[src/common/trdb_instr_pkg.sv]
// Retired-instruction definitions shared by the trace encoder
// Address and privilege types plus the record of one retired instruction
`default_nettype none

package trdb_instr_pkg;

    // Instruction address as reported by the core
    typedef logic [31:0] trdb_iaddr_t;

    // RISC-V privilege level (U, S, reserved, M)
    typedef logic [1:0] trdb_priv_t;

    // One retired instruction, handed over per accepted handshake
    typedef struct packed {
        trdb_iaddr_t iaddr;
        trdb_priv_t  priv;
        // Instruction trapped
        logic        exception;
        // Inside the trace filter
        logic        qualified;
        // Conditional branch and its outcome
        logic        is_branch;
        logic        taken;
        // Jump whose target cannot be inferred from the program binary
        logic        u_discontinuity;
    } trdb_instr_t;

endpackage : trdb_instr_pkg

`default_nettype wire
[src/common/trdb_pkg.sv]
// Trace packet definitions for the encoder
// Packet formats, subformats, branch map types and the packet record
`default_nettype none

package trdb_pkg;

    // Branch map holds up to this many outcomes
    localparam int BRANCH_MAP_LEN = 31;

    // Depth of the sink buffer, one credit per entry
    localparam int NUM_CREDITS = 4;
    localparam int CREDIT_W    = $clog2(NUM_CREDITS + 1);

    // Encodings follow the RISC-V trace format
    typedef enum logic [1:0] {
        F_BRANCH_FULL = 2'h0,
        F_BRANCH_DIFF = 2'h1,
        F_ADDR_ONLY   = 2'h2,
        F_SYNC        = 2'h3
    } trdb_format_t;

    // Only meaningful for F_SYNC packets
    typedef enum logic [1:0] {
        SF_START     = 2'h0,
        SF_EXCEPTION = 2'h1,
        SF_CONTEXT   = 2'h2,
        SF_UNDEF     = 2'h3
    } trdb_subformat_t;

    typedef logic [BRANCH_MAP_LEN-1:0] trdb_bmap_t;
    typedef logic [4:0]                trdb_bcnt_t;
    typedef logic [CREDIT_W-1:0]       trdb_credit_t;

    // One trace packet as handed to the sink
    typedef struct packed {
        trdb_format_t              format;
        trdb_subformat_t           subformat;
        trdb_instr_pkg::trdb_iaddr_t iaddr;
        trdb_instr_pkg::trdb_priv_t  priv;
        trdb_bcnt_t                bcnt;
        trdb_bmap_t                bmap;
    } trdb_packet_t;

endpackage : trdb_pkg

`default_nettype wire

[src/trdb_encoder_top.sv]
// RISC-V instruction trace encoder
// Window, branch map, priority and emitter between the retire port
// and a credit-controlled packet sink
`timescale 1ns/100ps
`default_nettype none

module trdb_encoder_top (
    input  wire logic                        clk_i,
    input  wire logic                        reset_i,
    input  wire logic                        instr_valid_i,
    input  wire trdb_instr_pkg::trdb_instr_t instr_i,
    output logic                             instr_ready_o,
    input  wire logic                        credit_return_i,
    output logic                             packet_valid_o,
    output trdb_pkg::trdb_packet_t           packet_o
);

    import trdb_pkg::*;
    import trdb_instr_pkg::*;

    // Window outputs
    trdb_instr_t     tc_instr;
    logic            win_valid;
    logic            lc_exception, tc_first_qualified, tc_privchange;
    logic            lc_u_discontinuity, nc_exception, nc_privchange;
    // Branch map state
    trdb_bmap_t      bmap;
    trdb_bcnt_t      bcnt;
    logic            bmap_full, bmap_empty;
    // Decision and flow control
    logic            req_valid;
    trdb_format_t    packet_format;
    trdb_subformat_t packet_subformat;
    logic            stall, clear;
    // Accepted instruction, slots move on this edge
    logic            instr_shift;

    assign instr_shift = instr_valid_i & instr_ready_o;

    trdb_instr_window u_trdb_instr_window (
        .clk_i, .reset_i, .instr_valid_i, .instr_i,
        .stall_i              (stall),
        .instr_ready_o,
        .win_valid_o          (win_valid),
        .tc_instr_o           (tc_instr),
        .lc_exception_o       (lc_exception),
        .tc_first_qualified_o (tc_first_qualified),
        .tc_privchange_o      (tc_privchange),
        .lc_u_discontinuity_o (lc_u_discontinuity),
        .nc_exception_o       (nc_exception),
        .nc_privchange_o      (nc_privchange)
    );

    trdb_branch_map u_trdb_branch_map (
        .clk_i, .reset_i,
        .shift_i    (instr_shift),
        .tc_instr_i (tc_instr),
        .clear_i    (clear),
        .bmap_o     (bmap),
        .bcnt_o     (bcnt),
        .full_o     (bmap_full),
        .empty_o    (bmap_empty)
    );

    trdb_priority u_trdb_priority (
        .valid_i              (win_valid),
        .lc_exception_i       (lc_exception),
        .tc_first_qualified_i (tc_first_qualified),
        .tc_privchange_i      (tc_privchange),
        .lc_u_discontinuity_i (lc_u_discontinuity),
        .nc_exception_i       (nc_exception),
        .nc_privchange_i      (nc_privchange),
        .branch_map_full_i    (bmap_full),
        .branch_map_empty_i   (bmap_empty),
        .valid_o              (req_valid),
        .packet_format_o      (packet_format),
        .packet_subformat_o   (packet_subformat)
    );

    trdb_packet_emitter u_trdb_packet_emitter (
        .clk_i, .reset_i,
        .req_valid_i        (req_valid),
        .packet_format_i    (packet_format),
        .packet_subformat_i (packet_subformat),
        .tc_instr_i         (tc_instr),
        .bmap_i             (bmap),
        .bcnt_i             (bcnt),
        .credit_return_i,
        .stall_o            (stall),
        .clear_o            (clear),
        .packet_valid_o,
        .packet_o
    );

endmodule : trdb_encoder_top

`default_nettype wire

[src/trdb_packet_emitter.sv]
// Trace packet emitter with credit-based flow control
// Registers one packet per granted request and stalls the window while
// a request waits for a sink credit
`timescale 1ns/100ps
`default_nettype none

module trdb_packet_emitter (
    input  wire logic                        clk_i,
    input  wire logic                        reset_i,
    input  wire logic                        req_valid_i,
    input  wire trdb_pkg::trdb_format_t      packet_format_i,
    input  wire trdb_pkg::trdb_subformat_t   packet_subformat_i,
    input  wire trdb_instr_pkg::trdb_instr_t tc_instr_i,
    input  wire trdb_pkg::trdb_bmap_t        bmap_i,
    input  wire trdb_pkg::trdb_bcnt_t        bcnt_i,
    input  wire logic                        credit_return_i,
    output logic                             stall_o,
    output logic                             clear_o,
    output logic                             packet_valid_o,
    output trdb_pkg::trdb_packet_t           packet_o
);

    import trdb_pkg::*;

    trdb_credit_t credits_q, credits_d;
    trdb_packet_t packet_q;
    logic         packet_valid_q;
    logic         credit_avail;
    logic         send;

    // A credit coming back this cycle can be used right away
    assign credit_avail = (credits_q != '0) | credit_return_i;
    assign send         = req_valid_i & credit_avail;

    // Hold the window until the sink has room
    assign stall_o = req_valid_i & ~credit_avail;
    // Map content is in this packet
    assign clear_o = send;

    always_comb begin
        credits_d = credits_q;
        if (credit_return_i) begin
            credits_d = credits_d + trdb_credit_t'(1);
        end
        // The credit is spent by the packet registered at this edge
        if (send) begin
            credits_d = credits_d - trdb_credit_t'(1);
        end
    end

    always_ff @(posedge clk_i) begin
        if (reset_i) begin
            credits_q      <= trdb_credit_t'(NUM_CREDITS);
            packet_valid_q <= 1'b0;
        end else begin
            credits_q      <= credits_d;
            packet_valid_q <= send;
        end
    end

    // Packet payload is captured only on a granted request
    always_ff @(posedge clk_i) begin
        if (send) begin
            packet_q.format    <= packet_format_i;
            packet_q.subformat <= packet_subformat_i;
            packet_q.iaddr     <= tc_instr_i.iaddr;
            packet_q.priv      <= tc_instr_i.priv;
            packet_q.bcnt      <= bcnt_i;
            packet_q.bmap      <= bmap_i;
        end
    end

    assign packet_valid_o = packet_valid_q;
    assign packet_o       = packet_q;

    // Sink never returns more credits than its buffer holds
    assert property (@(posedge clk_i) disable iff (reset_i)
        credits_q <= trdb_credit_t'(NUM_CREDITS))
    else $error("credit count above sink depth");

endmodule : trdb_packet_emitter

`default_nettype wire

[src/encoder/trdb_priority.sv]
// Packet request ordering for the trace encoder
// Picks format and subformat for tc from the window events and map state,
// first matching rule wins
`timescale 1ns/100ps
`default_nettype none

module trdb_priority (
    input  wire logic              valid_i,
    input  wire logic              lc_exception_i,
    input  wire logic              tc_first_qualified_i,
    input  wire logic              tc_privchange_i,
    input  wire logic              lc_u_discontinuity_i,
    input  wire logic              nc_exception_i,
    input  wire logic              nc_privchange_i,
    input  wire logic              branch_map_full_i,
    input  wire logic              branch_map_empty_i,
    output logic                   valid_o,
    output trdb_pkg::trdb_format_t    packet_format_o,
    output trdb_pkg::trdb_subformat_t packet_subformat_o
);

    import trdb_pkg::*;

    always_comb begin
        // Defaults leave no request pending
        valid_o            = 1'b0;
        packet_format_o    = F_ADDR_ONLY;
        packet_subformat_o = SF_UNDEF;

        if (valid_i) begin
            if (lc_exception_i) begin
                // Trap handler entry needs a full sync
                valid_o            = 1'b1;
                packet_format_o    = F_SYNC;
                packet_subformat_o = SF_START;
            end else if (tc_first_qualified_i || tc_privchange_i) begin
                valid_o            = 1'b1;
                packet_format_o    = F_SYNC;
                packet_subformat_o = SF_START;
            end else if (lc_u_discontinuity_i) begin
                // Target cannot be inferred, so send the address
                valid_o         = 1'b1;
                packet_format_o = branch_map_empty_i ? F_ADDR_ONLY : F_BRANCH_FULL;
            end else if (nc_exception_i || nc_privchange_i) begin
                // Flush tc before the next instruction changes context
                valid_o         = 1'b1;
                packet_format_o = branch_map_empty_i ? F_ADDR_ONLY : F_BRANCH_FULL;
            end else if (branch_map_full_i) begin
                valid_o         = 1'b1;
                packet_format_o = F_BRANCH_FULL;
            end
        end
    end

    // Window flags and map state must be resolved whenever a decision is made
    always_comb begin
        if (valid_i) begin
            assert final (!$isunknown({lc_exception_i, tc_first_qualified_i,
                                       tc_privchange_i, lc_u_discontinuity_i,
                                       nc_exception_i, nc_privchange_i,
                                       branch_map_full_i, branch_map_empty_i}))
            else $error("unknown priority input while valid");
        end
    end

endmodule : trdb_priority

`default_nettype wire

[src/encoder/trdb_branch_map.sv]
// Branch outcome map for the trace encoder
// Collects taken/not-taken bits; tc's own branch shows up while it sits in tc
// and is committed when tc leaves, unless a packet already carried it
`timescale 1ns/100ps
`default_nettype none

module trdb_branch_map (
    input  wire logic                        clk_i,
    input  wire logic                        reset_i,
    input  wire logic                        shift_i,
    input  wire trdb_instr_pkg::trdb_instr_t tc_instr_i,
    input  wire logic                        clear_i,
    output trdb_pkg::trdb_bmap_t             bmap_o,
    output trdb_pkg::trdb_bcnt_t             bcnt_o,
    output logic                             full_o,
    output logic                             empty_o
);

    import trdb_pkg::*;

    // Committed outcomes of instructions that already left tc
    trdb_bmap_t map_q;
    trdb_bcnt_t cnt_q;
    // Current tc was reported by a packet that stayed in tc
    logic       sent_q;
    logic       pend;

    assign pend = tc_instr_i.is_branch & ~sent_q;

    // Map as seen by the priority and the emitter, tc included
    always_comb begin
        bmap_o = map_q;
        if (pend) begin
            bmap_o[cnt_q] = tc_instr_i.taken;
        end
    end

    assign bcnt_o  = cnt_q + trdb_bcnt_t'(pend);
    assign full_o  = (bcnt_o == trdb_bcnt_t'(BRANCH_MAP_LEN));
    assign empty_o = (bcnt_o == '0);

    always_ff @(posedge clk_i) begin
        if (reset_i) begin
            map_q  <= '0;
            cnt_q  <= '0;
            sent_q <= 1'b0;
        end else begin
            if (clear_i) begin
                // Everything up to and including tc went out in the packet
                map_q <= '0;
                cnt_q <= '0;
            end else if (shift_i && pend) begin
                map_q[cnt_q] <= tc_instr_i.taken;
                cnt_q        <= cnt_q + trdb_bcnt_t'(1);
            end
            // New tc arriving gets its bit counted from the next cycle on
            if (shift_i) begin
                sent_q <= 1'b0;
            end else if (clear_i) begin
                sent_q <= 1'b1;
            end
        end
    end

    // Full map must be drained before another branch reaches tc
    assert property (@(posedge clk_i) disable iff (reset_i)
        shift_i && full_o && !clear_i |=> !tc_instr_i.is_branch)
    else $error("branch map overflow");

endmodule : trdb_branch_map

`default_nettype wire

[src/encoder/trdb_instr_window.sv]
// Three-slot window over the retired instruction stream
// Shifts records through nc, tc and lc and derives the event flags
// that drive packet selection for the instruction in tc
`timescale 1ns/100ps
`default_nettype none

module trdb_instr_window (
    input  wire logic                        clk_i,
    input  wire logic                        reset_i,
    input  wire logic                        instr_valid_i,
    input  wire trdb_instr_pkg::trdb_instr_t instr_i,
    input  wire logic                        stall_i,
    output logic                             instr_ready_o,
    output logic                             win_valid_o,
    output trdb_instr_pkg::trdb_instr_t      tc_instr_o,
    output logic                             lc_exception_o,
    output logic                             tc_first_qualified_o,
    output logic                             tc_privchange_o,
    output logic                             lc_u_discontinuity_o,
    output logic                             nc_exception_o,
    output logic                             nc_privchange_o
);

    import trdb_instr_pkg::*;

    // Slot payloads are only meaningful while the matching valid bit is set
    trdb_instr_t nc_q, tc_q, lc_q;
    logic        nc_v_q, tc_v_q, lc_v_q;
    logic        win_valid_q;
    // A qualified tc has already been decided on since reset
    logic        qual_seen_q;
    logic        shift;

    // Back-pressure from the emitter holds the core
    assign instr_ready_o = ~stall_i;
    assign shift         = instr_valid_i & instr_ready_o;

    // Payload moves one slot per accepted instruction
    always_ff @(posedge clk_i) begin
        if (shift) begin
            nc_q <= instr_i;
            tc_q <= nc_q;
            lc_q <= tc_q;
        end
    end

    always_ff @(posedge clk_i) begin
        if (reset_i) begin
            nc_v_q      <= 1'b0;
            tc_v_q      <= 1'b0;
            lc_v_q      <= 1'b0;
            win_valid_q <= 1'b0;
            qual_seen_q <= 1'b0;
        end else begin
            if (shift) begin
                nc_v_q <= 1'b1;
                tc_v_q <= nc_v_q;
                lc_v_q <= tc_v_q;
            end
            // Decision stays frozen while the emitter stalls
            if (!stall_i) begin
                // Window is full after this shift when nc and tc were already valid
                win_valid_q <= shift & nc_v_q & tc_v_q;
            end
            if (win_valid_q && !stall_i && tc_q.qualified) begin
                qual_seen_q <= 1'b1;
            end
        end
    end

    assign win_valid_o = win_valid_q;

    // Empty tc reads as all zero, so no stale branch reaches the map
    assign tc_instr_o = tc_v_q ? tc_q : '0;

    // Event flags gated by the slots they look at
    assign lc_exception_o       = lc_v_q & lc_q.exception;
    assign lc_u_discontinuity_o = lc_v_q & lc_q.u_discontinuity;
    assign nc_exception_o       = nc_v_q & nc_q.exception;

    // First qualified tc after reset, or tracing just became qualified
    assign tc_first_qualified_o = tc_v_q & tc_q.qualified &
                                  (~lc_v_q | ~lc_q.qualified | ~qual_seen_q);

    assign tc_privchange_o = tc_v_q & lc_v_q & (tc_q.priv != lc_q.priv);
    assign nc_privchange_o = nc_v_q & tc_v_q & (nc_q.priv != tc_q.priv);

endmodule : trdb_instr_window

`default_nettype wire

[config.mk]
export PLATFORM = sky130hd
export DESIGN_NAME = trdb_encoder_top
export DESIGN_NICKNAME = d
export VERILOG_FILES = /design/src/common/trdb_instr_pkg.sv /design/src/common/trdb_pkg.sv /design/src/trdb_encoder_top.sv /design/src/trdb_packet_emitter.sv /design/src/encoder/trdb_priority.sv /design/src/encoder/trdb_branch_map.sv /design/src/encoder/trdb_instr_window.sv
export SDC_FILE = /design/constraint.sdc
export NUM_CORES = 1
export LEC_CHECK = 0
export ABC_CLOCK_PERIOD_IN_PS = 6700
export BUFFER_PORTS_ARGS = -buffer_cell sky130_fd_sc_hd__buf_4
export CORE_MARGIN = 5
export CORE_UTILIZATION = 25
export CTS_CLUSTER_DIAMETER = 40
export DETAILED_ROUTE_END_ITERATION = 10
export PLACE_DENSITY = 0.37
export SYNTH_ARGS = -nofsm -noshare
export SYNTH_HDL_FRONTEND = slang
export SYNTH_HIERARCHICAL = 1
export SYNTH_SLANG_ARGS = --single-unit
[constraint.sdc]
create_clock -name clk_i -period 6.7 [get_ports clk_i]
set_input_delay 1.005 -clock clk_i [delete_from_list [all_inputs] [get_ports clk_i]]
set_output_delay 1.005 -clock clk_i [all_outputs]
set_load 0.05 [all_outputs]
==> impl.org <==
** Global routing
- Wire length of the first global-routing pass :: between 20000 and 30000 um
- GRT overflow :: 0
- Vias in the first global route :: ~4900
- The initial antenna violation count was 0.
- Total routing usage reported by global routing :: 0.09930
- Maximum number of pins on one net before global-route repair :: 88

** Timing
- Setup repair after global routing left no endpoint under its margin.
- The total count of hold-check failures in the final report was 0.
- For the pin with the worst max-slew slack, the measured transition is 1.130 ns.
- The number of pins exceeding their max-slew limit in the final report is 0.
- Count of endpoints failing setup in the final report :: 0
- Based on the critical path, the design can be clocked at up to roughly 0.19 GHz.
- Slew headroom :: 0.2465
- Clock period minus final worst setup slack :: roughly 5.2 ns
- Of the available clock period, the critical path in the final layout requires 0.7806.
- Summed over all failing endpoints, the final setup total negative slack is 0 ns.
- Clk_skew :: ~0.016 ns

** Layout
- Finished Cell Area :: between 0.01 and 0.015 mm^2
- Multi-input gate area in the final layout :: about 0.0021 mm^2
- Filler cell count in the final layout :: 3118
- In the final layout, the share of cells above drive strength 1 is 0.3167.
- Diode insertion count for antenna repair :: 0
- The net count of the finished layout is 725.
- Storage cell area :: approximately 0.0056 mm^2
- From synthesis to final layout, the design area changed by 32.07%.
- Measured on the finished design, the core utilization comes to 0.3328.

** Yosys
- Yosys printed 6 warnings.
- In this run the mean area of a mapped cell was ~15 um^2.
- The number of nets in the synthesized netlist is 593.
- Cell count after synthesis :: ~540
- Area of the mapped netlist :: between 0.007 and 0.008 mm^2

** Clocking
- Total clock buffers created by CTS :: 36
- Maximum clock path buffer count :: 3
- After clock tree synthesis, the clock-pin slew on the worst setup and hold paths is ~0.050 ns.
- # clock sinks :: 203
- Post-cts sizing count :: 0
- Clock root buffer :: sky130_fd_sc_hd__clkbuf_16
- Post CTS Setup Buffer Count :: 0
- For the worst-skew pair, the clock arrives at the later sink with an insertion delay of about 0.50 ns.
- Number of H-tree levels :: 2
- TritonCTS clock tree :: done
- Hold buffers post-CTS :: 0

** Critical path
- At the worst endpoint, the arrival time is 4.23 ns.
- Slowest cell delay on critical path :: ~0.75 ns
- Traced cell by cell, the critical path runs through and2_1 -> nor2b_1 -> ha_1 -> ha_1 -> nand3_2 -> xnor2_1 -> nor4_1 -> or4_4 -> o41a_1 -> inv_1 -> nor2_1 -> inv_1 -> buf_4.
- For the worst setup path, the data required time is roughly 5.7 ns.
- CP Launch Type :: flop
- Maximum fanout encountered on the critical timing path :: 42
- For this design, the slowest cell found on the critical path is sky130_fd_sc_hd__dfxtp_2.
- The worst setup path is of the flop to primary output kind.
- Worst setup EP type :: primary output

** Floorplanning
- Die Outline Area :: 0.03539 mm^2
- Ports :: roughly 120
- The initialized floorplan defines between 60 and 70 standard-cell rows.
- Initial core utilization :: 0.2520
- From bottom edge to top edge, the die measures roughly 190 um.
- Floorplan core area :: approximately 0.031 mm^2
- In this run the horizontal extent of the chip is approximately 190 um.

** Routing
- The routed layout has 4571 vias.
- Final Routed Wirelength :: 17580 um
- For this block, the initial DRC count from the detailed router was between 150 and 200.
- After detailed routing, the average wire length per cell comes to approximately 16 um.
- Dividing the detail-routed via count by the number of cells gives around 4.1.
- Total iterations of the first detailed-routing run :: 4
- Number of antenna-violating nets in the routed design :: 0
- After detailed routing, the number of remaining DRC violations is 0.

** Pwr
- Power density normalized to cell area :: about 320 mW/mm^2
- Max VDD drop :: ~160 uV
- Static Leak :: between 4 and 5 nW

** Placement
- In this run the tool buffered the top-level ports with 118 buffer cells.
- The wire-length estimate of the detail-placed layout is approximately 11000 um.
- Post-placement cell area :: a little over 0.009 mm^2
- Weighted congestion reported at the end of routability-driven placement :: approximately 0.72

** Run
- Across the run, the number of max-cap violations was 0.

** Status
- The flow ran to the end, and the final reports show no timing, DRC or antenna violations.

** Min path
- The min-delay analysis places its worst path in the category flop to flop.
## power breakdown
| group | switching [W] | internal, W | leakage, nW |
|---|---|---|---|
| logic | 0.0000387 | 0.0000323 | 1.59 |
| registers | 0.0000150 | 0.00140 | 1.87 |
| clock network | 0.000620 | 0.00129 | 0.613 |
| total | 0.000673 | 0.00273 | 4.07 |
## registers in the layout, indices dropped and copies added, names as in the netlist, 3 cells and up
name                             count
u_trdb_branch_map/cnt_q              5
u_trdb_branch_map/map_q             31
u_trdb_instr_window/lc_q             5
u_trdb_instr_window/nc_q            39
u_trdb_instr_window/tc_q            39
u_trdb_packet_emitter/credits_q      3
u_trdb_packet_emitter/packet_o      74
## worst max-delay path: cells and delay by family, from the launching register on
kind / cells / cell delay [ns]
adders and majority gates: 2 / 0.39
and+or+nand+nor: 6 / 1.44
DFF: 1 / 0.75
AOI/OAI and AO/OA: 1 / 0.41
buffers and inverters: 3 / 0.44
xor gates and xnor gates: 1 / 0.28
## layout make-up
type                            count  share of cell area
Sequential cell                   203              0.5381
Multi-Input combinational cell    300              0.2005
Clock buffer                       41             0.09078
Timing Repair Buffer              121             0.08672
Tap cell                          402             0.04802
Clock inverter                     25             0.03177
Inverter                           11            0.004061
## layout by cell type, fill, tap and decap left out, types with 4 or more instances in the layout
cell type / count
sky130_fd_sc_hd__clkinv_2: 7
sky130_fd_sc_hd__clkbuf_16: 37
sky130_fd_sc_hd__mux2_2: 19
sky130_fd_sc_hd__and4b_1: 4
sky130_fd_sc_hd__mux2i_1: 35
sky130_fd_sc_hd__dfxtp_1: 45
sky130_fd_sc_hd__bufinv_16: 7
sky130_fd_sc_hd__nor2_1: 44
sky130_fd_sc_hd__buf_4: 121
sky130_fd_sc_hd__ha_1: 9
sky130_fd_sc_hd__clkinvlp_4: 6
sky130_fd_sc_hd__inv_1: 10
sky130_fd_sc_hd__mux2_1: 12
sky130_fd_sc_hd__xnor2_1: 9
sky130_fd_sc_hd__nor3_1: 4
sky130_fd_sc_hd__and2_1: 40
sky130_fd_sc_hd__edfxtp_1: 157
sky130_fd_sc_hd__nand3b_1: 7
sky130_fd_sc_hd__nand2_1: 65
## stage by stage
step / hold WS (ns) / total power [W] / cells / worst slack (ns)
floorplan: 0.4003 / 0.001474 / 541 / 1.920
global placement: 0.4040 / 0.001510 / 1037 / 1.766
detailed placement: 0.4045 / 0.001513 / 1037 / 1.473
CTS: 0.4171 / 0.003464 / 1103 / 1.348
global route: 0.4168 / 0.003534 / 1103 / 1.024
finish: 0.4149 / 0.003400 / 1103 / 1.470
## metal layers
layer | global-route usage | wire length (um)
met4 | 0.03981 | 554
met3 | 0.03835 | 1413
met1 | 0.1259 | 7714
met2 | 0.1528 | 7896
met5 | 0 | 0
## path summary, 6_finish.rpt
path	to	cells past startpoint	slack, ns	start
max reg2reg	u_trdb_branch_map/map_q[5]$_SDFFE_PP0P_	15	1.61	u_trdb_instr_window/tc_v_q$_SDFFE_PP0P_
min reg2reg	u_trdb_instr_window/tc_q[20]$_DFFE_PP_	0	0.41	u_trdb_instr_window/nc_q[20]$_DFFE_PP_
max	instr_ready_o	13	1.47	u_trdb_instr_window/tc_v_q$_SDFFE_PP0P_
min	u_trdb_instr_window/tc_q[20]$_DFFE_PP_	0	0.41	u_trdb_instr_window/nc_q[20]$_DFFE_PP_
Power figures use the tool's default switching activity.
